<file path="config.mk">
export PLATFORM = sky130hd
export DESIGN_NAME = mm_periph_flat
export DESIGN_NICKNAME = d
export VERILOG_FILES = /design/src/common/mem_sys_pkg.sv /design/src/common/obi_if.sv /design/src/hw/mm_ram/mm_periph.sv /design/src/flat_wrapper.sv
export SDC_FILE = /design/constraint.sdc
export NUM_CORES = 1
export LEC_CHECK = 0
export BUFFER_PORTS_ARGS = -buffer_cell sky130_fd_sc_hd__buf_4
export CORE_AREA = 2 2 78 154
export DETAILED_ROUTE_END_ITERATION = 10
export DIE_AREA = 0 0 80 156
export GPL_TIMING_DRIVEN = 0
export PLACE_DENSITY_LB_ADDON = 0.15
export REMOVE_ABC_BUFFERS = 1
export SYNTH_ARGS = -nofsm -noshare
export SYNTH_HDL_FRONTEND = slang
export SYNTH_SLANG_ARGS = --single-unit
</file>
<file path="constraint.sdc">
create_clock -name clk_i -period 4.56 [get_ports clk_i]
set_clock_uncertainty 0.1 [all_clocks]
set_input_delay 0.912 -clock clk_i [delete_from_list [all_inputs] [get_ports clk_i]]
set_output_delay 0.912 -clock clk_i [all_outputs]
set_load 0.05 [all_outputs]
</file>
<file path="src/common/mem_sys_pkg.sv">
package mem_sys_pkg;

    // bus word and byte-enable widths
    localparam int unsigned BUS_DATA_WIDTH = 32;
    localparam int unsigned BUS_BE_WIDTH   = 4;

    // ram decodes 14 byte-address bits, 16 KiB
    localparam int unsigned RAM_ADDR_WIDTH = 14;
    localparam int unsigned RAM_WORDS      = 2 ** (RAM_ADDR_WIDTH - 2);

    // everything at or above this is a peripheral access
    localparam logic [BUS_DATA_WIDTH-1:0] PERIPH_BASE = 32'h1000_0000;

    // character output
    localparam logic [BUS_DATA_WIDTH-1:0] PRINT_ADDR = 32'h1000_0000;

    // timer counter, compare and software interrupt
    localparam logic [BUS_DATA_WIDTH-1:0] TIMER_VALUE_ADDR = 32'h1500_0000;
    localparam logic [BUS_DATA_WIDTH-1:0] TIMER_CMP_ADDR   = 32'h1500_0004;
    localparam logic [BUS_DATA_WIDTH-1:0] SW_IRQ_ADDR      = 32'h1500_0008;

    // test control
    localparam logic [BUS_DATA_WIDTH-1:0] TEST_STATUS_ADDR = 32'h2000_0000;
    localparam logic [BUS_DATA_WIDTH-1:0] EXIT_ADDR        = 32'h2000_0004;

    // writing this to the status register means pass, anything else fail
    localparam logic [BUS_DATA_WIDTH-1:0] PASS_MAGIC = 32'd123456789;

    // interrupt ids as they come back with the acknowledge
    localparam int unsigned IRQ_ID_WIDTH = 5;
    localparam logic [IRQ_ID_WIDTH-1:0] IRQ_ID_SW    = 5'd3;
    localparam logic [IRQ_ID_WIDTH-1:0] IRQ_ID_TIMER = 5'd7;

endpackage

</file>
<file path="src/common/obi_if.sv">
`timescale 1ns/1ps

interface obi_if;

    import mem_sys_pkg::*;

    // request side, driven by the master
    logic                      req;
    logic [BUS_DATA_WIDTH-1:0] addr;
    logic                      we;
    logic [BUS_BE_WIDTH-1:0]   be;
    logic [BUS_DATA_WIDTH-1:0] wdata;

    // response side, driven by the slave
    logic                      gnt;
    logic                      rvalid;
    logic [BUS_DATA_WIDTH-1:0] rdata;

    modport master (
        output req,
        output addr,
        output we,
        output be,
        output wdata,
        input  gnt,
        input  rvalid,
        input  rdata
    );

    modport slave (
        input  req,
        input  addr,
        input  we,
        input  be,
        input  wdata,
        output gnt,
        output rvalid,
        output rdata
    );

endinterface

</file>
<file path="src/hw/mm_ram/mm_periph.sv">
`timescale 1ns/1ps

module mm_periph (
    input  logic                                   clk_i,
    input  logic                                   arst_n_i,
    obi_if.slave                                   periph_bus,

    input  logic                                   irq_ack_i,
    input  logic [mem_sys_pkg::IRQ_ID_WIDTH-1:0]   irq_id_i,
    output logic                                   irq_software_o,
    output logic                                   irq_timer_o,

    output logic                                   print_valid_o,
    output logic [7:0]                             print_char_o,
    output logic                                   tests_passed_o,
    output logic                                   tests_failed_o,
    output logic                                   exit_valid_o,
    output logic [mem_sys_pkg::BUS_DATA_WIDTH-1:0] exit_value_o
);

    import mem_sys_pkg::*;

    logic                      wr_en;
    logic                      timer_hit;
    logic                      ack_timer;
    logic                      ack_sw;
    logic [BUS_DATA_WIDTH-1:0] timer_q;
    logic [BUS_DATA_WIDTH-1:0] cmp_q;
    logic                      irq_timer_q;
    logic                      irq_sw_q;
    logic                      rvalid_q;
    logic                      print_valid_q;
    logic                      passed_q;
    logic                      failed_q;
    logic                      exit_valid_q;

    assign periph_bus.gnt = periph_bus.req;
    assign wr_en          = periph_bus.req && periph_bus.we;

    // a compare value of zero keeps the timer stopped
    assign timer_hit = (cmp_q != '0) && (timer_q == cmp_q);
    assign ack_timer = irq_ack_i && (irq_id_i == IRQ_ID_TIMER);
    assign ack_sw    = irq_ack_i && (irq_id_i == IRQ_ID_SW);

    always_ff @(posedge clk_i or negedge arst_n_i) begin
        if (!arst_n_i) begin
            timer_q       <= '0;
            cmp_q         <= '0;
            irq_timer_q   <= 1'b0;
            irq_sw_q      <= 1'b0;
            rvalid_q      <= 1'b0;
            print_valid_q <= 1'b0;
            passed_q      <= 1'b0;
            failed_q      <= 1'b0;
            exit_valid_q  <= 1'b0;
        end else begin
            rvalid_q      <= periph_bus.req;
            print_valid_q <= wr_en && (periph_bus.addr == PRINT_ADDR);

            // bus write to the counter wins over counting
            if (wr_en && periph_bus.addr == TIMER_VALUE_ADDR) begin
                timer_q <= periph_bus.wdata;
            end else if (cmp_q != '0) begin
                timer_q <= timer_q + 1'b1;
            end
            if (wr_en && periph_bus.addr == TIMER_CMP_ADDR) begin
                cmp_q <= periph_bus.wdata;
            end

            // acknowledge takes priority over a new event
            if (ack_timer) begin
                irq_timer_q <= 1'b0;
            end else if (timer_hit) begin
                irq_timer_q <= 1'b1;
            end
            if (ack_sw) begin
                irq_sw_q <= 1'b0;
            end else if (wr_en && periph_bus.addr == SW_IRQ_ADDR) begin
                irq_sw_q <= periph_bus.wdata[0];
            end

            // test status is sticky until reset
            if (wr_en && periph_bus.addr == TEST_STATUS_ADDR) begin
                if (periph_bus.wdata == PASS_MAGIC) begin
                    passed_q <= 1'b1;
                end else begin
                    failed_q <= 1'b1;
                end
            end
            if (wr_en && periph_bus.addr == EXIT_ADDR) begin
                exit_valid_q <= 1'b1;
            end
        end
    end

    // payload and read data
    always_ff @(posedge clk_i) begin
        if (wr_en && periph_bus.addr == PRINT_ADDR) begin
            print_char_o <= periph_bus.wdata[7:0];
        end
        if (wr_en && periph_bus.addr == EXIT_ADDR) begin
            exit_value_o <= periph_bus.wdata;
        end
        case (periph_bus.addr)
            TIMER_VALUE_ADDR: periph_bus.rdata <= timer_q;
            TIMER_CMP_ADDR:   periph_bus.rdata <= cmp_q;
            SW_IRQ_ADDR:      periph_bus.rdata <= {{(BUS_DATA_WIDTH-1){1'b0}}, irq_sw_q};
            default:          periph_bus.rdata <= '0;
        endcase
    end

    assign periph_bus.rvalid = rvalid_q;
    assign irq_timer_o       = irq_timer_q;
    assign irq_software_o    = irq_sw_q;
    assign print_valid_o     = print_valid_q;
    assign tests_passed_o    = passed_q;
    assign tests_failed_o    = failed_q;
    assign exit_valid_o      = exit_valid_q;

    // the core only acknowledges what it was told is pending
    a_ack_pending: assert property (@(posedge clk_i) disable iff (!arst_n_i)
        irq_ack_i |-> (ack_timer && irq_timer_q) || (ack_sw && irq_sw_q));

    a_pass_xor_fail: assert property (@(posedge clk_i) disable iff (!arst_n_i)
        !(passed_q && failed_q));

endmodule

</file>
<file path="src/flat_wrapper.sv">
// flat-port wrapper written by rule: the top's interface ports become plain ports
module mm_periph_flat import mem_sys_pkg::*;
  (clk_i, arst_n_i, irq_ack_i, irq_id_i, irq_software_o, irq_timer_o, print_valid_o, print_char_o, tests_passed_o, tests_failed_o, exit_valid_o, exit_value_o, periph_bus_req, periph_bus_addr, periph_bus_we, periph_bus_be, periph_bus_wdata, periph_bus_gnt, periph_bus_rvalid, periph_bus_rdata);
  obi_if periph_bus_i ();
  input  logic clk_i;
  input  logic arst_n_i;
  input  logic irq_ack_i;
  input  logic [mem_sys_pkg::IRQ_ID_WIDTH-1:0] irq_id_i;
  output logic irq_software_o;
  output logic irq_timer_o;
  output logic print_valid_o;
  output logic [7:0] print_char_o;
  output logic tests_passed_o;
  output logic tests_failed_o;
  output logic exit_valid_o;
  output logic [mem_sys_pkg::BUS_DATA_WIDTH-1:0] exit_value_o;
  input wire logic [$bits(periph_bus_i.req)-1:0] periph_bus_req;
  input wire logic [$bits(periph_bus_i.addr)-1:0] periph_bus_addr;
  input wire logic [$bits(periph_bus_i.we)-1:0] periph_bus_we;
  input wire logic [$bits(periph_bus_i.be)-1:0] periph_bus_be;
  input wire logic [$bits(periph_bus_i.wdata)-1:0] periph_bus_wdata;
  output wire logic [$bits(periph_bus_i.gnt)-1:0] periph_bus_gnt;
  output wire logic [$bits(periph_bus_i.rvalid)-1:0] periph_bus_rvalid;
  output wire logic [$bits(periph_bus_i.rdata)-1:0] periph_bus_rdata;
  assign periph_bus_i.req = periph_bus_req;
  assign periph_bus_i.addr = periph_bus_addr;
  assign periph_bus_i.we = periph_bus_we;
  assign periph_bus_i.be = periph_bus_be;
  assign periph_bus_i.wdata = periph_bus_wdata;
  assign periph_bus_gnt = periph_bus_i.gnt;
  assign periph_bus_rvalid = periph_bus_i.rvalid;
  assign periph_bus_rdata = periph_bus_i.rdata;
  mm_periph u_core (.clk_i(clk_i), .arst_n_i(arst_n_i), .periph_bus(periph_bus_i), .irq_ack_i(irq_ack_i), .irq_id_i(irq_id_i), .irq_software_o(irq_software_o), .irq_timer_o(irq_timer_o), .print_valid_o(print_valid_o), .print_char_o(print_char_o), .tests_passed_o(tests_passed_o), .tests_failed_o(tests_failed_o), .exit_valid_o(exit_valid_o), .exit_value_o(exit_value_o));
endmodule
</file>
# After elaboration in Yosys (flattened, before gate mapping)

Index checks and enable logic that the tools add are counted.

Multiplexer cells: 7
Add/subtract/negate cells: 1
Equal/unequal tests: 10
Reductions and logical operators: 16
Bitwise gates (word level): 1

Operators with widths:

| operator                                        | count |
|---|---|
| == test 32 x 29 -> 1 bit, second input constant | 4 |
| case mux 32 bit (3 select lines)                | 1 |
| == test 32 x 30 -> 1 bit, second input constant | 2 |
| 2-to-1 mux 32 bit                               | 2 |
| adder 32 x 1 -> 32 bit, second input constant   | 1 |
| == test 32 x 27 -> 1 bit, second input constant | 1 |
| == test 32 bit                                  | 1 |
| nonzero test 32 bit                             | 1 |
| logical AND 1 bit                               | 10 |
| nonzero test 2 bit                              | 3 |
| == test 5 x 2 -> 1 bit, second input constant   | 1 |
| == test 5 x 3 -> 1 bit, second input constant   | 1 |
| 2-to-1 mux 1 bit                                | 4 |
| AND reduction 2 bit                             | 2 |
| inverter 1 bit                                  | 1 |

Output and inout port bits: 80
Word-level logic and storage cells: 47
Register bits after elaboration: 143

# Longest topological paths before layout

Gate-level depths: netlist of run 1.

Word-level depth: 4
Gate-level depth with buffers: 8
Mapped depth without buffers: 5

# Worst setup path before layout of run 1

OpenSTA, ideal clock, no wires.

Kind: input -> register
Start: input port periph_bus_addr[14]
End: register u_core.exit_value_o[0] in the netlist's numbering (enable)
Setup slack: -1.291 ns
Data required time: 3.944 ns
Stages: 4
Data arrival time: 5.235 ns
Cells stage by stage: or4_1 nor3_1 nand3_1 nor4b_1

Cells in the longest elaborated chain, start to end: 2

RTL lines:

| what                     | RTL line           | RTL |
|---|---|---|
| from (decl)              | flat_wrapper.sv:18 | `input wire logic [$bits(periph_bus_i.addr)-1:0] periph_bus_addr;` |
| == test 32 x 30 -> 1 bit | mm_periph.sv:101   | `if (wr_en && periph_bus.addr == EXIT_ADDR) begin` |
| logical AND 1 bit        | mm_periph.sv:101   |  |
| to (signal assigned)     | mm_periph.sv:102   | `exit_value_o <= periph_bus.wdata;` |
| to (decl)                | mm_periph.sv:18    | `output logic [mem_sys_pkg::BUS_DATA_WIDTH-1:0] exit_value_o` |

No other way between the ends.
A chain may end at the register's enable or synchronous reset.

# Final worst setup path of run 1

Start: input port periph_bus_addr[14]
End: register u_core.timer_q[10]

Cells in the longest elaborated chain, start to end: 3
Elaborated cells between the ends (all ways): 4

RTL lines:

| what                                                           | RTL line        | RTL |
|---|---|---|
| == test 32 x 29 -> 1 bit (*)                                   | mm_periph.sv:61 | `if (wr_en && periph_bus.addr == TIMER_VALUE_ADDR) begin` |
| logical AND 1 bit (*)                                          | mm_periph.sv:61 |  |
| 2-to-1 mux 32 bit / nonzero test 2 bit (equally long branches) | -               |  |
| to (signal assigned)                                           | mm_periph.sv:62 | `timer_q <= periph_bus.wdata;` |
| to (signal assigned)                                           | mm_periph.sv:64 | `timer_q <= timer_q + 1'b1;` |
| to (decl)                                                      | mm_periph.sv:27 | `logic [BUS_DATA_WIDTH-1:0] timer_q;` |

Mark *: on every way between the ends. The rest lies on a longest branch, timed or not.

==> results.toml, run 1 <==
[timing]
worst_slew_pin_slew_ns = 1.453
setup_violations = 0
tns_ns = 0
maxSlewViolCount = 0
finalHoldViolCount = 0
rsz0062_at_grt = "no"
min_period_over_period_pct = 79.19
period_needed_ns = 3.611
slew_headroom_pct = 3.145
fmax_mhz = 276.9

[placed_design]
io_buffers = 153
dpl.hpwl_um = 12290
place.gp.congestion = 0.9203

[drt]
drt-total-wl_um = 17620
ant_nets = 0
drtPass1Iterations = 5
via_count = 4975
drt_iter0_markers = 416
routedWlPerCell_um = 21.83
drc = 0
via_per_inst = 6.165

[logic_synthesis]
synthCells = 507
synth_cell_type_count = 51
synth_seq_area_share_pct = 56.44
ys.flop_type = "dfrtp_1"
synth_edf_count = 40
yosysWarnings = 0
async_flop_share_pct = 49.65
yosys_register_bits = 143
synth_area_sq_um = 6411
avgSynthCellArea_sq_um = 12.65

[cts]
cts_buffers = 17
cts-htree-levels = 4
clock-sinks = 143
path_clk_slew_ns = 0.06
cts.path.max_buffers = 2
post_cts_buffers = 0
ctsHoldBuffers = 0
cts_tree = "yes"
cts.repair.resized = 0
root_buffer = "clkbuf_16"
clk_latency_ns = 0.44

[outcome]
outcome = "complete, no violations"

[power]
power_switching_w = 0.0006228
power.density_nw_per_um2 = 334.3
seq_power_share_pct = 47.9
swShare_pct = 22.71
pwr-share-comb_pct = 3.5
p_total_w = 0.002742
p_int_w = 0.002119
clkPwrFrac_pct = 48.6
power_leakage_nw = 3.462
vdd_drop_max_mv = 0.2893

[min_path]
min_to = "u_core.exit_valid_o"
hp-class = "flop to flop"
worstHoldPathCells = 1
worstHoldStart = "u_core.exit_valid_o"

[global_route]
grt_pass1_vias = 5198
antenna_found_initial = 0
gr-usage-all-layers_pct = 29.27
grt_max_degree = 72
grt_first_pass_wirelength_um = 27260
grt_overflow = 0

[setup_path]
cp.required_ns = 4.78
reg2reg_from = "u_core.cmp_q[12]"
r2r_end = "u_core.timer_q[1]"
cp-end-kind = "flop"
r2r_slack_ns = 1.55
worstSetupPathType = "input pin to flop"
start_kind = "input pin"
cp.arrival_ns = 3.83
r2r_cells = 5
worstPathMaxFanout = 32

[floorplanning]
rows = 55
dieWidth_um = 80
core-area_sq_um = 11290
die_h_um = 156
ios = 158
initial_core_util_pct = 56.81
die_area_sq_um = 12480

[cells_and_area]
multi_input_area_sq_um = 2625
register_area_sq_um = 3618
fillCellCount = 840
insertedDiodeCount = 0
drive_gt1_share_pct = 35.04
layout.nets = 731
areaGrowthSynthToFinish_pct = 27.97

[job]
drv_cap = 0
cells by family after synthesis:
group                      after synthesis  share of synthesized area, %
AOI/OAI and AO/OA                       91                         10.64
xor gates and xnor gates                63                         8.607
adders and majority gates                1                        0.1951
buffers and inverters                   36                         2.888
DFF                                    143                         56.44
muxes                                   42                         9.114
and+or+nand+nor                        131                         12.12
layer usage:
layer  part of all wire [%]  vias to the layer above  GRT usage [%]
met5                      0                        -              0
met4                    2.9                        0          12.11
met3                    5.1                       41          5.903
met2                     57                      218          53.61
met1                     35                     2515          32.02
li1                       -                     2201              -
worst max-delay path by stage:
stage	from	endpoint	slack (ns)	depth (start not counted)
finish	periph_bus_addr[14]	u_core.timer_q[10]	0.95	6
global route	periph_bus_addr[14]	u_core.timer_q[10]	0.84	6
CTS	periph_bus_addr[14]	u_core.timer_q[1]	0.93	6
detailed placement	periph_bus_addr[14]	u_core.timer_q[1]	0.50	6
global placement	periph_bus_addr[14]	u_core.exit_valid_o	-3.51	6
floorplan	periph_bus_addr[14]	u_core.exit_value_o[0]	-1.29	4
cell type report:
cell class,count,area share [%]
Clock inverter,13,1.571
Inverter,4,0.1830
Clock buffer,19,5.277
Timing Repair Buffer,158,14.70
Tap cell,142,2.166
Multi-Input combinational cell,328,32.00
Sequential cell,143,44.11
flip-flops by register name, summed over array words and instances, names as in the netlist:
name                      flops
u_core.timer_q               32
u_core.exit_valid_o           1
u_core.periph_bus.rvalid      1
u_core.irq_timer_o            1
u_core.exit_value_o          32
u_core.periph_bus.rdata      32
u_core.tests_passed_o         1
u_core.irq_software_o         1
u_core.tests_failed_o         1
u_core.print_char_o           8
u_core.print_valid_o          1
u_core.cmp_q                 32
power by group through the flow:
stage	clock [W]	sequential (W)	combinational [W]
finish	0.00133	0.00131	0.0000957
global route	0.00139	0.00131	0.000104
CTS	0.00133	0.00131	0.0000966
detailed placement	0	0.00134	0.0000959
global placement	0	0.00134	0.0000930
floorplan	0	0.00134	0.00000941
cells in the mapped netlist (2+ instances only):
| cell | instances | share of area (%) |
|---|---|---|
| nand4_1 | 17 | 1.7 |
| mux2_2 | 7 | 1.2 |
| o21ai_0 | 24 | 1.9 |
| nor4bb_1 | 2 | 0.31 |
| and3_1 | 6 | 0.59 |
| dfrtp_1 | 71 | 28 |
| nor4_1 | 20 | 2.0 |
| buf_6 | 4 | 0.70 |
| edfxtp_1 | 40 | 19 |
| o2111ai_1 | 7 | 0.96 |
| o211ai_1 | 4 | 0.47 |
| a22o_1 | 31 | 4.2 |
| o22a_1 | 2 | 0.27 |
| nand3_1 | 7 | 0.55 |
| o21ai_1 | 2 | 0.16 |
| buf_4 | 2 | 0.23 |
| and4_1 | 8 | 1.1 |
| or4_1 | 4 | 0.47 |
| buf_2 | 8 | 0.62 |
| xnor2_1 | 21 | 2.9 |
| inv_1 | 4 | 0.23 |
| mux2_4 | 30 | 7.0 |
| xor2_1 | 42 | 5.7 |
| nor2b_1 | 2 | 0.20 |
| a211oi_1 | 7 | 0.82 |
| and2_1 | 8 | 0.78 |
| clkbuf_2 | 2 | 0.16 |
| mux2_1 | 4 | 0.70 |
| a2111oi_0 | 9 | 1.2 |
| clkbuf_1 | 16 | 0.94 |
| dfxtp_1 | 32 | 10 |
| nor3_1 | 6 | 0.47 |
| nor4b_1 | 2 | 0.27 |
| nand2_1 | 35 | 2.0 |
| nor2_1 | 5 | 0.29 |
worst max-delay path, cell delays in order:
cell and delay [ns]:
buf_4 0.11, or4_1 0.55, or3_4 0.41, nor4_4 0.35, and2_1 1.06, mux2_2 0.43
cell usage in the layout, fill, tap and decap left out, drive strengths merged, types with 2 or more instances in the layout:
cell type and n:
o211ai 4, or4 5, a2111oi 9, xnor2 21, buf 158, clkbuf 19
nor3 7, mux2 41, nor4bb 2, nor2b 2, dfrtp 71, and3 6
nand4 17, and2 8, nand3 7, clkinvlp 5, dfxtp 32, nor2 5
a22o 31, nor4b 2, o22a 2, inv 9, nor4 21, edfxtp 40
xor2 42, o21ai 26, o2111ai 7, clkinv 2, and4 8, nand2 36
a211oi 7
stage by stage:
step                worst slack, ns  hold slack (ns)  instance area, sq um  util, %  cells
global placement             -3.508           0.3464                  7567    67.05    770
global route                 0.8434           0.3979                  8204    72.69    807
floorplan                    -1.291           0.4191                  6241        -    475
detailed placement           0.5049           0.3570                  7637    67.67    775
finish                       0.9489           0.3679                  8204    72.69    807
CTS                          0.9345           0.3728                  8199    72.65    807
Power figures use the tool's default switching activity.
==> run 2: changes to the inputs <==
--- a/config.mk
+++ b/config.mk
@@ -6,9 +6,9 @@
 export NUM_CORES = 1
 export LEC_CHECK = 0
 export BUFFER_PORTS_ARGS = -buffer_cell sky130_fd_sc_hd__buf_4
-export CORE_AREA = 2 2 78 154
+export CORE_AREA = 2 2 81 161
 export DETAILED_ROUTE_END_ITERATION = 10
-export DIE_AREA = 0 0 80 156
+export DIE_AREA = 0 0 83 163
 export GPL_TIMING_DRIVEN = 0
 export PLACE_DENSITY_LB_ADDON = 0.15
 export REMOVE_ABC_BUFFERS = 1
==> constraint.sdc (replaced) <==
create_clock -name clk_i -period 3.4 [get_ports clk_i]
set_clock_uncertainty 0.1 [all_clocks]
set_input_delay 0.68 -clock clk_i [delete_from_list [all_inputs] [get_ports clk_i]]
set_output_delay 0.68 -clock clk_i [all_outputs]
set_load 0.05 [all_outputs]
==> results.toml, run 2 (synthesized netlist as in run 1, its figures left out) <==
[floorplanning]
die_h_um = 163
initial_core_util_pct = 51.66
core-area_sq_um = 12410
die_area_sq_um = 13530
dieWidth_um = 83
ios = 158
rows = 58

[setup_path]
r2r_slack_ns = 0.37
cp-end-kind = "flop"
r2r_end = "u_core.timer_q[1]"
critPathCapture = "u_core.cmp_q[17]"
cp.arrival_ns = 3.40
reg2reg_from = "u_core.cmp_q[23]"
cp.required_ns = 3.59
r2r_cells = 5
worstSetupPathType = "input pin to flop"
start_kind = "input pin"
worstPathMaxFanout = 32
startpoint = "periph_bus_addr[14]"

[global_route]
gr-usage-all-layers_pct = 25.25
top_usage_layer = "met2"
use_met3_pct = 5.727
met2_usage_pct = 43.73
grt_first_pass_wirelength_um = 26450
grt_overflow = 0
grt_max_degree = 72
grt_pass1_vias = 4946
antenna_found_initial = 0
grtUsageMet1_pct = 29.36

[power]
power_leakage_nw = 3.545
power.density_nw_per_um2 = 481.6
p_total_w = 0.004015
vdd_drop_max_mv = 0.4119

[drt]
via_count = 4836
drt_iter0_markers = 304
drtPass1Iterations = 4
drt-total-wl_um = 16930
via_per_inst = 5.926
drc = 0
ant_nets = 0
routedWlPerCell_um = 20.75

[cts]
cts-htree-levels = 4
cts.path.max_buffers = 2
clock-sinks = 143
cts_tree = "yes"
root_buffer = "clkbuf_16"
path_clk_slew_ns = 0.06
clk_latency_ns = 0.42
cts_buffers = 17

[timing]
rsz0062_at_grt = "no"
finalHoldViolCount = 0
setup_violations = 0
slew_headroom_pct = 7.796
maxSlewViolCount = 0
min_period_over_period_pct = 94.21
fmax_mhz = 312.2
worst_slew_pin_slew_ns = 1.383
period_needed_ns = 3.203

[cells_and_area]
layout_commonest_cell = "buf_4"
layout.nets = 732
fin_util_pct = 67.17
drive_gt1_share_pct = 35.44
insertedDiodeCount = 0
areaGrowthSynthToFinish_pct = 30.02
final_cell_mix = "buf_4 (157), dfrtp_1 (71), xor2_1 (42)"

[placed_design]
dpl.hpwl_um = 11680
place.gp.congestion = 0.9103
io_buffers = 153

[job]
drv_cap = 0

[min_path]
hp-class = "input pin to async pin"

[outcome]
outcome = "complete, no violations"
## run 2: cell types whose count changed in the layout (fill, tap and decap cells not counted), sizes merged
cell      delta
buf          +1
bufinv       +4
clkbuf       +1
clkinv       +4
clkinvlp     -5
inv          -4
## run 2: final cells by class
type	count	area (sq um)
clock buffers	20	478.0
clock inverters	12	203.9
fillers	947	4074
inverters	4	15.01
multi-input cells	328	2621
flip-flops and latches	143	3618
well taps	150	187.7
repair buffers	159	1211
## run 2: worst min-delay path by stage
stage | end | startpoint
global route | u_core.periph_bus.rvalid | periph_bus_req
global placement | u_core.tests_passed_o | u_core.tests_passed_o
floorplan | u_core.cmp_q[0] | arst_n_i
detailed placement | u_core.tests_passed_o | u_core.tests_passed_o
finish | u_core.exit_valid_o | arst_n_i
CTS | u_core.periph_bus.rvalid | periph_bus_req
## run 2: where the power goes
group / total [W] / internal (W) / switching, W
clock: 0.00212 / 0.00139 / 0.000734
combinational: 0.000127 / 0.0000629 / 0.0000645
sequential: 0.00176 / 0.00176 / 0.000000196
total: 0.00401 / 0.00322 / 0.000799
## run 2: layer usage
| layer | share of wire, % | vias up |
|---|---|---|
| met3 | 5.1 | 32 |
| met1 | 39 | 2419 |
| li1 | - | 2204 |
| met5 | 0 | - |
| met2 | 53 | 181 |
| met4 | 3.3 | 0 |
## run 2: what timing repair did
item | CTS | global route
hold buffers | 0 | 0
gates resized for setup | 0 | 1
endpoints found under the setup margin | 0 | 10
hold endpoints to repair | 0 | 0
buffers inserted | 0 | 0
## run 2: critical path, cell delays in order
cell	delay (ns)
buf_4	0.11
or4_1	0.55
or3_4	0.40
nor4_4	0.34
nand2_2	0.73
mux2_4	0.56
## run 2: metrics by stage
stage	setup slack [ns]	hold WS [ns]	std cells	setup TNS [ns]	area, sq um
CTS	0.03684	0.2862	815	0	8329
floorplan	-2.219	0.2844	475	-73.24	6241
finish	0.1970	0.2929	816	0	8335
detailed placement	-0.3768	0.3569	783	-18.98	7647
global route	0.08606	0.2959	816	0	8335
global placement	-4.717	0.3453	778	-170.67	7577
