<file path="config.mk">
export PLATFORM = sky130hd
export DESIGN_NAME = mm_ram_decoder_flat
export DESIGN_NICKNAME = d
export VERILOG_FILES = /design/src/common/mem_sys_pkg.sv /design/src/common/obi_if.sv /design/src/hw/mm_ram/mm_ram_decoder.sv /design/src/flat_wrapper.sv
export SDC_FILE = /design/constraint.sdc
export NUM_CORES = 1
export LEC_CHECK = 0
export BUFFER_PORTS_ARGS = -buffer_cell sky130_fd_sc_hd__buf_2
export CORE_AREA = 2 2 121 123
export CTS_CLUSTER_SIZE = 14
export DETAILED_ROUTE_END_ITERATION = 10
export DIE_AREA = 0 0 123 125
export PLACE_DENSITY_LB_ADDON = 0.08
export SLEW_MARGIN = 25
export SYNTH_ARGS = -nofsm -noshare
export SYNTH_HDL_FRONTEND = slang
export SYNTH_SLANG_ARGS = --single-unit
</file>
<file path="constraint.sdc">
create_clock -name clk_i -period 1.58 [get_ports clk_i]
set_clock_uncertainty 0.15 [all_clocks]
set_input_delay 0.079 -clock clk_i [delete_from_list [all_inputs] [get_ports clk_i]]
set_output_delay 0.079 -clock clk_i [all_outputs]
set_load 0.1 [all_outputs]
</file>
<file path="src/common/mem_sys_pkg.sv">
package mem_sys_pkg;

    // bus word and byte-enable widths
    localparam int unsigned BUS_DATA_WIDTH = 32;
    localparam int unsigned BUS_BE_WIDTH   = 4;

    // ram decodes 14 byte-address bits, 16 KiB
    localparam int unsigned RAM_ADDR_WIDTH = 14;
    localparam int unsigned RAM_WORDS      = 2 ** (RAM_ADDR_WIDTH - 2);

    // everything at or above this is a peripheral access
    localparam logic [BUS_DATA_WIDTH-1:0] PERIPH_BASE = 32'h1000_0000;

    // character output
    localparam logic [BUS_DATA_WIDTH-1:0] PRINT_ADDR = 32'h1000_0000;

    // timer counter, compare and software interrupt
    localparam logic [BUS_DATA_WIDTH-1:0] TIMER_VALUE_ADDR = 32'h1500_0000;
    localparam logic [BUS_DATA_WIDTH-1:0] TIMER_CMP_ADDR   = 32'h1500_0004;
    localparam logic [BUS_DATA_WIDTH-1:0] SW_IRQ_ADDR      = 32'h1500_0008;

    // test control
    localparam logic [BUS_DATA_WIDTH-1:0] TEST_STATUS_ADDR = 32'h2000_0000;
    localparam logic [BUS_DATA_WIDTH-1:0] EXIT_ADDR        = 32'h2000_0004;

    // writing this to the status register means pass, anything else fail
    localparam logic [BUS_DATA_WIDTH-1:0] PASS_MAGIC = 32'd123456789;

    // interrupt ids as they come back with the acknowledge
    localparam int unsigned IRQ_ID_WIDTH = 5;
    localparam logic [IRQ_ID_WIDTH-1:0] IRQ_ID_SW    = 5'd3;
    localparam logic [IRQ_ID_WIDTH-1:0] IRQ_ID_TIMER = 5'd7;

endpackage

</file>
<file path="src/common/obi_if.sv">
`timescale 1ns/1ps

interface obi_if;

    import mem_sys_pkg::*;

    // request side, driven by the master
    logic                      req;
    logic [BUS_DATA_WIDTH-1:0] addr;
    logic                      we;
    logic [BUS_BE_WIDTH-1:0]   be;
    logic [BUS_DATA_WIDTH-1:0] wdata;

    // response side, driven by the slave
    logic                      gnt;
    logic                      rvalid;
    logic [BUS_DATA_WIDTH-1:0] rdata;

    modport master (
        output req,
        output addr,
        output we,
        output be,
        output wdata,
        input  gnt,
        input  rvalid,
        input  rdata
    );

    modport slave (
        input  req,
        input  addr,
        input  we,
        input  be,
        input  wdata,
        output gnt,
        output rvalid,
        output rdata
    );

endinterface

</file>
<file path="src/hw/mm_ram/mm_ram_decoder.sv">
`timescale 1ns/1ps

module mm_ram_decoder (
    input  logic  clk_i,
    input  logic  arst_n_i,
    obi_if.slave  data_bus,
    obi_if.master ram_bus,
    obi_if.master periph_bus
);

    import mem_sys_pkg::*;

    typedef enum logic [1:0] {
        TGT_NONE,
        TGT_RAM,
        TGT_PERIPH
    } tgt_e;

    logic sel_ram;
    logic sel_periph;
    tgt_e tgt_d;
    tgt_e tgt_q;
    logic none_rvalid_q;

    // address map decode
    assign sel_ram    = (data_bus.addr[BUS_DATA_WIDTH-1:RAM_ADDR_WIDTH] == '0);
    assign sel_periph = (data_bus.addr >= PERIPH_BASE);

    always_comb begin
        if (sel_ram) begin
            tgt_d = TGT_RAM;
        end else if (sel_periph) begin
            tgt_d = TGT_PERIPH;
        end else begin
            tgt_d = TGT_NONE;
        end
    end

    // only the selected target sees the request
    assign ram_bus.req    = data_bus.req && (tgt_d == TGT_RAM);
    assign ram_bus.addr   = data_bus.addr;
    assign ram_bus.we     = data_bus.we;
    assign ram_bus.be     = data_bus.be;
    assign ram_bus.wdata  = data_bus.wdata;

    assign periph_bus.req   = data_bus.req && (tgt_d == TGT_PERIPH);
    assign periph_bus.addr  = data_bus.addr;
    assign periph_bus.we    = data_bus.we;
    assign periph_bus.be    = data_bus.be;
    assign periph_bus.wdata = data_bus.wdata;

    // unmapped accesses are granted here, writes vanish
    always_comb begin
        case (tgt_d)
            TGT_RAM:    data_bus.gnt = ram_bus.gnt;
            TGT_PERIPH: data_bus.gnt = periph_bus.gnt;
            default:    data_bus.gnt = data_bus.req;
        endcase
    end

    always_ff @(posedge clk_i or negedge arst_n_i) begin
        if (!arst_n_i) begin
            tgt_q         <= TGT_NONE;
            none_rvalid_q <= 1'b0;
        end else begin
            none_rvalid_q <= data_bus.req && data_bus.gnt && (tgt_d == TGT_NONE);
            if (data_bus.req && data_bus.gnt) begin
                tgt_q <= tgt_d;
            end
        end
    end

    // response comes from whoever was granted last cycle
    always_comb begin
        case (tgt_q)
            TGT_RAM: begin
                data_bus.rvalid = ram_bus.rvalid;
                data_bus.rdata  = ram_bus.rdata;
            end
            TGT_PERIPH: begin
                data_bus.rvalid = periph_bus.rvalid;
                data_bus.rdata  = periph_bus.rdata;
            end
            default: begin
                data_bus.rvalid = none_rvalid_q;
                data_bus.rdata  = '0;
            end
        endcase
    end

    a_one_target: assert property (@(posedge clk_i) disable iff (!arst_n_i)
        data_bus.req |-> !(sel_ram && sel_periph));

    a_rvalid_after_gnt: assert property (@(posedge clk_i) disable iff (!arst_n_i)
        data_bus.rvalid |-> $past(data_bus.req && data_bus.gnt));

endmodule

</file>
<file path="src/flat_wrapper.sv">
// flat-port wrapper written by rule: the top's interface ports become plain ports
module mm_ram_decoder_flat import mem_sys_pkg::*;
  (clk_i, arst_n_i, data_bus_req, data_bus_addr, data_bus_we, data_bus_be, data_bus_wdata, data_bus_gnt, data_bus_rvalid, data_bus_rdata, ram_bus_req, ram_bus_addr, ram_bus_we, ram_bus_be, ram_bus_wdata, ram_bus_gnt, ram_bus_rvalid, ram_bus_rdata, periph_bus_req, periph_bus_addr, periph_bus_we, periph_bus_be, periph_bus_wdata, periph_bus_gnt, periph_bus_rvalid, periph_bus_rdata);
  obi_if data_bus_i ();
  obi_if ram_bus_i ();
  obi_if periph_bus_i ();
  input  logic clk_i;
  input  logic arst_n_i;
  input wire logic [$bits(data_bus_i.req)-1:0] data_bus_req;
  input wire logic [$bits(data_bus_i.addr)-1:0] data_bus_addr;
  input wire logic [$bits(data_bus_i.we)-1:0] data_bus_we;
  input wire logic [$bits(data_bus_i.be)-1:0] data_bus_be;
  input wire logic [$bits(data_bus_i.wdata)-1:0] data_bus_wdata;
  output wire logic [$bits(data_bus_i.gnt)-1:0] data_bus_gnt;
  output wire logic [$bits(data_bus_i.rvalid)-1:0] data_bus_rvalid;
  output wire logic [$bits(data_bus_i.rdata)-1:0] data_bus_rdata;
  output wire logic [$bits(ram_bus_i.req)-1:0] ram_bus_req;
  output wire logic [$bits(ram_bus_i.addr)-1:0] ram_bus_addr;
  output wire logic [$bits(ram_bus_i.we)-1:0] ram_bus_we;
  output wire logic [$bits(ram_bus_i.be)-1:0] ram_bus_be;
  output wire logic [$bits(ram_bus_i.wdata)-1:0] ram_bus_wdata;
  input wire logic [$bits(ram_bus_i.gnt)-1:0] ram_bus_gnt;
  input wire logic [$bits(ram_bus_i.rvalid)-1:0] ram_bus_rvalid;
  input wire logic [$bits(ram_bus_i.rdata)-1:0] ram_bus_rdata;
  output wire logic [$bits(periph_bus_i.req)-1:0] periph_bus_req;
  output wire logic [$bits(periph_bus_i.addr)-1:0] periph_bus_addr;
  output wire logic [$bits(periph_bus_i.we)-1:0] periph_bus_we;
  output wire logic [$bits(periph_bus_i.be)-1:0] periph_bus_be;
  output wire logic [$bits(periph_bus_i.wdata)-1:0] periph_bus_wdata;
  input wire logic [$bits(periph_bus_i.gnt)-1:0] periph_bus_gnt;
  input wire logic [$bits(periph_bus_i.rvalid)-1:0] periph_bus_rvalid;
  input wire logic [$bits(periph_bus_i.rdata)-1:0] periph_bus_rdata;
  assign data_bus_i.req = data_bus_req;
  assign data_bus_i.addr = data_bus_addr;
  assign data_bus_i.we = data_bus_we;
  assign data_bus_i.be = data_bus_be;
  assign data_bus_i.wdata = data_bus_wdata;
  assign data_bus_gnt = data_bus_i.gnt;
  assign data_bus_rvalid = data_bus_i.rvalid;
  assign data_bus_rdata = data_bus_i.rdata;
  assign ram_bus_req = ram_bus_i.req;
  assign ram_bus_addr = ram_bus_i.addr;
  assign ram_bus_we = ram_bus_i.we;
  assign ram_bus_be = ram_bus_i.be;
  assign ram_bus_wdata = ram_bus_i.wdata;
  assign ram_bus_i.gnt = ram_bus_gnt;
  assign ram_bus_i.rvalid = ram_bus_rvalid;
  assign ram_bus_i.rdata = ram_bus_rdata;
  assign periph_bus_req = periph_bus_i.req;
  assign periph_bus_addr = periph_bus_i.addr;
  assign periph_bus_we = periph_bus_i.we;
  assign periph_bus_be = periph_bus_i.be;
  assign periph_bus_wdata = periph_bus_i.wdata;
  assign periph_bus_i.gnt = periph_bus_gnt;
  assign periph_bus_i.rvalid = periph_bus_rvalid;
  assign periph_bus_i.rdata = periph_bus_rdata;
  mm_ram_decoder u_core (.clk_i(clk_i), .arst_n_i(arst_n_i), .data_bus(data_bus_i), .ram_bus(ram_bus_i), .periph_bus(periph_bus_i));
endmodule
</file>
# Yosys cells after proc, flatten, opt, wreduce, memory -nomap -nowiden
# Index checks and enable logic that the tools add are counted.
[classes]
n_lt_le_gt_ge = 1
eq_ne = 4
mux = 5
n_reduce_logical = 6
[op_table]
columns = ["operator", "count"]
rows = [
  ["$pmux 32 s2", 1],
  ["$ge 32x29->1 const B", 1],
  ["$logic_not 18->1", 1],
  ["$eq 2x1->1 const B", 2],
  ["$eq 2x2->1 const B", 2],
  ["$logic_and 1x1->1", 4],
  ["$mux 2", 2],
  ["$pmux 1 s2", 2],
  ["$logic_not 2->1", 1],
]
[totals]
register_bits = 3
input_bits = 140

# Longest topological paths before layout
# Gate-level depths: netlist of the first run.
[logic_depth]
word_depth = 7
mapped_depth = 6

# Worst setup path after synthesis of the first run
# No wires, ideal clock.
[synth_path]
path_type = "register -> output"
startpoint = "register u_core.tgt_q[0]"
endpoint = "output port data_bus_rvalid"
arrival_ns = 2.963
t_required_ns = 1.351
slack_ns = -1.612
stages_incl_launch_ff = 6
path_buffers = 1
cell_sequence = "dfrtp_1 -> inv_1 -> ha_1 -> clkbuf_1 -> a22oi_1 -> o21ai_0"
[synth_via]
elab_chain_len = 2
elab_cells_between_ends = 3
cone_classes = "eq/ne: 2; mux: 1"
[synth_rtl]
columns = ["element", "line_no", "rtl"]
rows = [
  ["from (decl)", "mm_ram_decoder.sv:22", "tgt_e tgt_q;"],
  ["from (signal assigned)", "mm_ram_decoder.sv:68", "tgt_q <= tgt_d;"],
  ["$eq 2x2->1 or $eq 2x1->1 (tied branches)", "mm_ram_decoder.sv:75", "case (tgt_q)"],
  ["$pmux 1 s2 (*)", "mm_ram_decoder.sv:75", ""],
  ["to (decl)", "flat_wrapper.sv:15", "output wire logic [$bits(data_bus_i.rvalid)-1:0] data_bus_rvalid;"],
]
# Mark *: on every way between the ends. The rest lies on a longest branch, timed or not.

# Worst setup path after layout of the first run
[layout_path]
startpoint = "register u_core.tgt_q[0]"
endpoint = "output port data_bus_rdata[23]"
[layout_via]
elab_chain_len = 2
elab_cells_between_ends = 3
cone_classes = "eq/ne: 2; mux: 1"
[layout_rtl]
columns = ["element", "line_no", "rtl"]
rows = [
  ["$eq 2x2->1 or $eq 2x1->1 (tied branches)", "mm_ram_decoder.sv:75", ""],
  ["$pmux 32 s2 (*)", "mm_ram_decoder.sv:75", ""],
  ["to (decl)", "flat_wrapper.sv:16", "output wire logic [$bits(data_bus_i.rdata)-1:0] data_bus_rdata;"],
]
# Marks and branches as above.

==> results of run 1 <==
==> routing by layer <==
metal / GRT usage, % / share of wire, %
met1: 8.34 / 39
met2: 12.0 / 46
met3: 3.79 / 14
met4: 2.61 / 1.8
met5: 0 / 0
==> Yosys cell counts (2+ instances only) <==
cell type | number | area (um2)
clkbuf_1 | 12 | 45.0
dfrtp_1 | 3 | 75.1
nor4_4 | 2 | 42.5
nor2_1 | 33 | 124
a22oi_1 | 33 | 248
nor4_2 | 2 | 25.0
inv_1 | 3 | 11.3
ha_1 | 2 | 25.0
mux2i_1 | 2 | 20.0
buf_4 | 138 | 1040
nand2_1 | 5 | 18.8
o21ai_0 | 2 | 10.0
==> layout make-up <==
class / count / area [um2]
clock buffers: 4 / 78.8
fillers: 1557 / 10900
inverters: 3 / 11.3
multi-input cells: 89 / 1040
flip-flops and latches: 3 / 76.3
well taps: 184 / 230
repair buffers: 205 / 1850
==> worst reg2reg max path: cells and delay by family (launching register included) <==
family                 cells  cell delay [ns]
AOI/OAI and AO/OA          3             0.37
buffers and inverters      3             0.28
DFF                        1             0.42
==> where the power goes <==
group          internal, mW  switching [mW]  leakage (nW)
clock network         0.333          0.0725        0.0382
registers            0.0788         0.00134        0.0365
logic                 0.542            1.13          1.39
==> worst max-delay path by stage <==
stage	from	end	slack (ns)	cells after the start
after floorplan	data_bus_addr[31]	data_bus_gnt	-0.35	4
after global placement	data_bus_addr[14]	data_bus_gnt	-0.23	5
after detailed placement	data_bus_addr[14]	data_bus_gnt	-0.24	5
after CTS	u_core.tgt_q[0]$_DFFE_PN0P_	data_bus_rdata[29]	-0.24	6
after global routing	u_core.tgt_q[1]$_DFFE_PN0P_	data_bus_rdata[9]	-0.28	6
final	u_core.tgt_q[0]$_DFFE_PN0P_	data_bus_rdata[23]	-0.22	6
==> logic make-up after synthesis <==
kind of cell	Yosys count
AND/OR/NAND/NOR	46
flip-flops	3
buffers and inverters	153
adder cells (fa/ha/maj)	2
multiplexers	2
AO/OA/AOI/OAI	39
==> repair_timing <==
item                                    in CTS  in global routing
pin swaps                                    8                 43
buffers inserted                             6                  4
resized for setup                           37                 15
hold buffers                                 2                  0
cloned                                       1                  2
endpoints found under the setup margin      35                 35
endpoints found under the hold margin        4                  0
==> flip-flops by register name, summed over array words and instances (netlist names) <==
signal	cells
u_core.tgt_q	2
u_core.none_rvalid_q	1
==> stage by stage <==
stage                     utilization [%]  worst slack [ns]  total power [mW]  std cells
after floorplan                         -            -0.353              2.45        245
after global placement               19.8            -0.235              1.71        469
after detailed placement             19.8            -0.238              1.70        469
after CTS                            22.2            -0.245              2.17        482
after global routing                 23.2            -0.278              2.23        488
final                                23.2            -0.221              2.16        488
==> results by group, run 1 <==
Detailed routing
  • Vias after detailed routing: 1723
  • Drt wl/cell: 12.8 um
  • Drt pass-1 iters: 3
  • Vias per cell: 3.53
  • Initial DRC Count: 29
  • Detail Route Antenna Nets: 0
  • Post-Route WL: 6.25 mm
  • DRC errors left: 0

Critical path
  • Worst Setup End Kind: output port
  • Crit Path Max Fanout: 7
  • Worst endpoint required time: 1.35 ns
  • Worst r2r src: u_core.tgt_q[1]$_DFFE_PN0P_
  • CP top delay family: buffers and inverters
  • Crit-path max cell delay: 0.39 ns
  • Crit path arrival time: 1.57 ns
  • CP startpoint kind: flip-flop
  • Slowest CP cell: dfrtp_1
  • R2r endpoint: u_core.tgt_q[1]$_DFFE_PN0P_
  • FF-to-FF path depth: 6
  • R2R setup slack: 0.24 ns
  • Crit Path Class: reg2out
  • Crit path buffers/inverters: 3
  • CP cell instances: buf_4 > ha_4 > clkbuf_16 > a22oi_2 > nor2_4 > buf_12

Synth
  • Synth Area in XOR/XNOR: 0%
  • Post-synthesis compound-gate area fraction: 16.5%
  • Mux contribution to synthesized area: 1.15%
  • Post-Syn Area per Cell: 7.11 um2
  • Largest family of logic cells by synthesized area: buffers and inverters
  • Mapped Area: 1740 um2
  • Netlist cell types: 20
  • Syn. warnings: 0
  • Sequential share of the synthesized area: 4.31%
  • Net count of the mapped netlist: 387
  • Cells after synthesis: 245
  • Post-synth EDFFs: 0
  • Fraction of the mapped netlist area in adder cells: 1.44%
  • Simple-gate portion of the synthesized area: 13.9%
  • Synthesized flop and latch total: 3
  • Main synth FF type: dfrtp_1
  • Ys async rst share: 100%

CTS
  • Clock Path Buffers: 2
  • Num CTS Buffers: 3
  • Clock sink count: 3
  • Root Driver: clkbuf_16
  • # H-tree levels: 1
  • Clock Latency Late Sink: 0.23 ns
  • CTS tree: built
  • Worst-path clk slew: 0.03 ns

Timing
  • Setup TNS Final: -6.44 ns
  • Setup-failing EPs final: 35
  • Worst Setup Slack, final: -0.221 ns
  • Crit share post-route: 114%
  • Slew @ Worst Pin: 0.489 ns
  • Worst relative slew slack: 67.7%
  • Fmax: 555 MHz
  • Hold WS: 0.00805 ns
  • Unrepaired setup endpoints after global routing: yes
  • Fin. max-slew vios: 0
  • Final-report hold violation count: 0
  • Tmin final: 1.80 ns

Placement
  • Dpl hpwl: 4.92 mm
  • Placed cell area: 2810 um2
  • Routability congestion estimate: 0.675
  • Number of I/O port buffers: 160

Job
  • Maxcap violations: 0

Run status
  • Failing checks: setup timing
  • Status: finished, violations left

Final layout
  • Share of post-route cells with drive strength above 1: 93.8%
  • Commonest non-fill, non-tap cell in the layout: buf_2
  • Finished Cell Area: 3290 um2
  • Nets@finish: 447
  • Most frequent cells in the layout: buf_2 (122), buf_12 (41), a22oi_2 (32), nor2_4 (32), buf_4 (26)
  • Synthesis-to-finish area growth: 88.7%
  • Antenna Cells: 0

Global routing
  • GRT Total Usage: 7.42%
  • Vias in the first global route: 1754
  • Initial antenna violation count: 0
  • Largest net degree at the start of global routing: 14
  • Total grt overflow: 0
  • First-pass GRT wire length: 9.14 mm

Floorplan
  • Initial Util: 12.3%
  • Die area: 15400 um2
  • Die Ht: 125 um
  • Row count: 44
  • Die X: 123 um
  • Total core area: 14200 um2
  • Top Ports: 314

Power and ir drop
  • Worst vdd ir: 0.000240 V
  • Pwr/cell area: 658 nW/um2
  • Static leakage: 1.47 nW

Hold path
  • Worst min-delay path startpoint: data_bus_wdata[28]
  • Hold path depth: 0
  • HP Class: in2out
  • Endpoint, Worst Hold: periph_bus_wdata[28]
Note: power is estimated with default switching activity, not from simulation.
==> run 2, diff against run 1 <==
CELL_PAD_IN_SITES_DETAIL_PLACEMENT = 1   (was default)
CELL_PAD_IN_SITES_GLOBAL_PLACEMENT = 1   (was default)
==> run 2 against run 1 <==
The flow still finishes with violations (setup timing). Total power decreased by 0.70%. Die area unchanged. Sequential share of layout area about the same. Core utilization is 0.29 points lower. Critical path depth stayed put. Sequential power about the same. Register-to-register slack lost 0.04 ns. Final cell count is 1.0% lower. Clock-buffer cell count stayed put. Critical endpoint is now data_bus_rdata[29].
==> results by group, run 2 (synthesis gave the netlist of run 1 again) <==
Timing
  • Unrepaired setup endpoints after global routing: yes
  • Fin. max-slew vios: 0 (unchanged)
  • Tmin final: 1.81 ns (+0.0120 ns)
  • Setup TNS Final: -6.58 ns (-0.144 ns)
  • Worst Setup Slack, final: -0.233 ns (-0.0120 ns)
  • Final-report hold violation count: 0 (unchanged)
  • Setup-failing EPs final: 35 (unchanged)
  • Slew @ Worst Pin: 0.493 ns (+0.00483 ns)
  • Worst relative slew slack: 67.3% (-0.32 points)
  • Crit share post-route: 115% (+0.76 points)
  • Fmax: 552 MHz (-0.66%)

Detailed routing
  • Vias after detailed routing: 1707 (-0.93%)
  • Drt wl/cell: 13.9 um (+8.8%)
  • Detail Route Antenna Nets: 0 (unchanged)
  • Post-Route WL: 6.73 mm (+7.7%)
  • DRC errors left: 0 (unchanged)
  • Drt pass-1 iters: 2 (-1)
  • Vias per cell: 3.53 (about the same)
  • Initial DRC Count: 22 (-24%)

Critical path
  • Crit path arrival time: 1.58 ns (about the same)
  • CP startpoint kind: flip-flop
  • FF-to-FF path depth: 6 (unchanged)
  • Worst endpoint required time: 1.35 ns (about the same)
  • Crit Path Class: reg2out
  • Crit Path Max Fanout: 8 (+1)
  • Worst Setup End Kind: output port

Final layout
  • Largest Register: u_core.tgt_q
  • Post-route insts no fill: 483 (-1.0%)
  • Multi-input gate area: 1040 um2 (-0.36%)
  • Commonest non-fill, non-tap cell in the layout: buf_2
  • Share of post-route cells with drive strength above 1: 94.3% (+0.56 points)
  • Antenna Cells: 0 (unchanged)
  • Top flop regs: u_core.tgt_q: 2 flops, u_core.none_rvalid_q: 1 flops
  • Most frequent cells in the layout: buf_2 (124), buf_12 (41), a22oi_2 (33)
  • Nets@finish: 442 (-1.1%)
  • Utilization after layout: 22.9% (-0.29 points)
  • Max reg flops: 2 (unchanged)
  • Number of fill cells in the layout: 1654 (+6.2%)
  • Synthesis-to-finish area growth: 86.3%
  • FF/Latch Area: 76.3 um2 (unchanged)

Global routing
  • Initial antenna violation count: 0 (unchanged)
  • GRT Total Usage: 7.89% (+0.47 points)
  • Largest net degree at the start of global routing: 13 (-1)
  • Total grt overflow: 0 (unchanged)
  • Vias in the first global route: 1806 (+3.0%)
  • First-pass GRT wire length: 9.73 mm (+6.5%)

Placement
  • Routability congestion estimate: 0.636 (-5.7%)
  • Placed Cells: 466 (-0.64%)
  • Dpl hpwl: 5.32 mm (+8.1%)
  • Number of I/O port buffers: 160 (unchanged)

CTS
  • Clock sink count: 3 (unchanged)
  • Root Driver: clkbuf_16
  • Num CTS Buffers: 3 (unchanged)
  • CTS tree: built
  • Clock Latency Late Sink: 0.22 ns (about the same)
  • Clock Path Buffers: 2 (unchanged)
  • # H-tree levels: 1 (unchanged)
  • Worst-path clk slew: 0.03 ns (about the same)

Floorplan
  • Top Ports: 314 (unchanged)
  • Initial Util: 12.3% (unchanged)
  • Die area: 15400 um2 (unchanged)
  • Die X: 123 um (unchanged)
  • Die Ht: 125 um (unchanged)
  • Row count: 44 (unchanged)
  • Total core area: 14200 um2 (unchanged)

Run status
  • Status: finished, violations left
  • Failing checks: setup timing

Power and ir drop
  • Total Power: 2.15 mW (-0.70%)
  • Static leakage: 1.45 nW (-0.97%)
  • Int Power: 0.940 mW (-1.5%)
  • Pwr/cell area: 661 nW/um2 (+0.56%)
  • Combinational share of power: 77.4% (about the same)
  • Sw Ratio: 56.2% (+0.37 points)
  • Share of power burned in registers: 3.7% (about the same)
  • Worst vdd ir: 0.000276 V (+15%)
  • Clock power frac: 18.9% (about the same)
  • Sw power: 1.21 mW (about the same)

Hold path
  • HP Class: in2out
  • Hold path depth: 0 (unchanged)

Job
  • Maxcap violations: 0 (unchanged)
-- run 2: cell count changes in the layout (fill, tap and decap cells not counted), sizes merged --
| cell | delta |
|---|---|
| dlygate4sd3 | -1 |
| buf | -5 |
| clkbuf | +1 |
-- run 2: path summary, 6_finish.rpt --
path / startpoint / end / slack [ns]
min in group asynchronous: arst_n_i / u_core.none_rvalid_q$_DFF_PN0_ / 0.03
setup / recovery: u_core.tgt_q[1]$_DFFE_PN0P_ / data_bus_rdata[29] / -0.23
hold / removal: data_bus_addr[12] / periph_bus_addr[12] / 0.008
setup reg to reg: u_core.tgt_q[1]$_DFFE_PN0P_ / u_core.tgt_q[1]$_DFFE_PN0P_ / 0.20
max in group asynchronous: arst_n_i / u_core.tgt_q[1]$_DFFE_PN0P_ / 1.13
hold reg to reg: u_core.tgt_q[1]$_DFFE_PN0P_ / u_core.tgt_q[1]$_DFFE_PN0P_ / 0.63
-- run 2: stage by stage --
step	setup slack [ns]	area, um2	hold WS, ns
after floorplan	-0.353	2150	-0.367
after global placement	-0.215	2780	-0.272
after detailed placement	-0.244	2780	-0.269
after CTS	-0.229	3160	0.00899
after global routing	-0.288	3250	0.00822
final	-0.233	3250	0.00807
-- run 2: layer usage --
metal / part of all wire, % / GRT usage [%]
met1: 39 / 9.30
met2: 47 / 13.5
met3: 12 / 2.46
met4: 1.7 / 2.41
met5: 0 / 0
-- run 2: final cells by class --
type	count	area share, %
multi-input combinational	89	31.9
clock buffer	4	2.43
timing repair buffer	200	55.9
tap	184	7.09
sequential	3	2.35
inverter	3	0.347
-- run 2: repair_timing --
action,CTS,global route
pin swaps,38,28
endpoints found under the setup margin,35,37
cloned,2,3
setup buffers,6,3
gates resized for setup,44,1
endpoints found under the hold margin,3,0
hold buffers,1,0
-- run 2: worst max-delay path, stage by stage (launching register included) --
cell	delay [ns]
dfrtp_2	0.43
inv_2	0.10
ha_4	0.26
buf_12	0.17
a22oi_2	0.09
nor2_4	0.13
buf_12	0.18
-- run 2: power groups by stage --
stage	Clock (mW)	Combinational, mW	Sequential [mW]
final	0.406	1.66	0.0801
after detailed placement	0	1.62	0.0810
after CTS	0.412	1.68	0.0802
after global routing	0.425	1.72	0.0802
after global placement	0	1.62	0.0811
after floorplan	0	2.37	0.0802
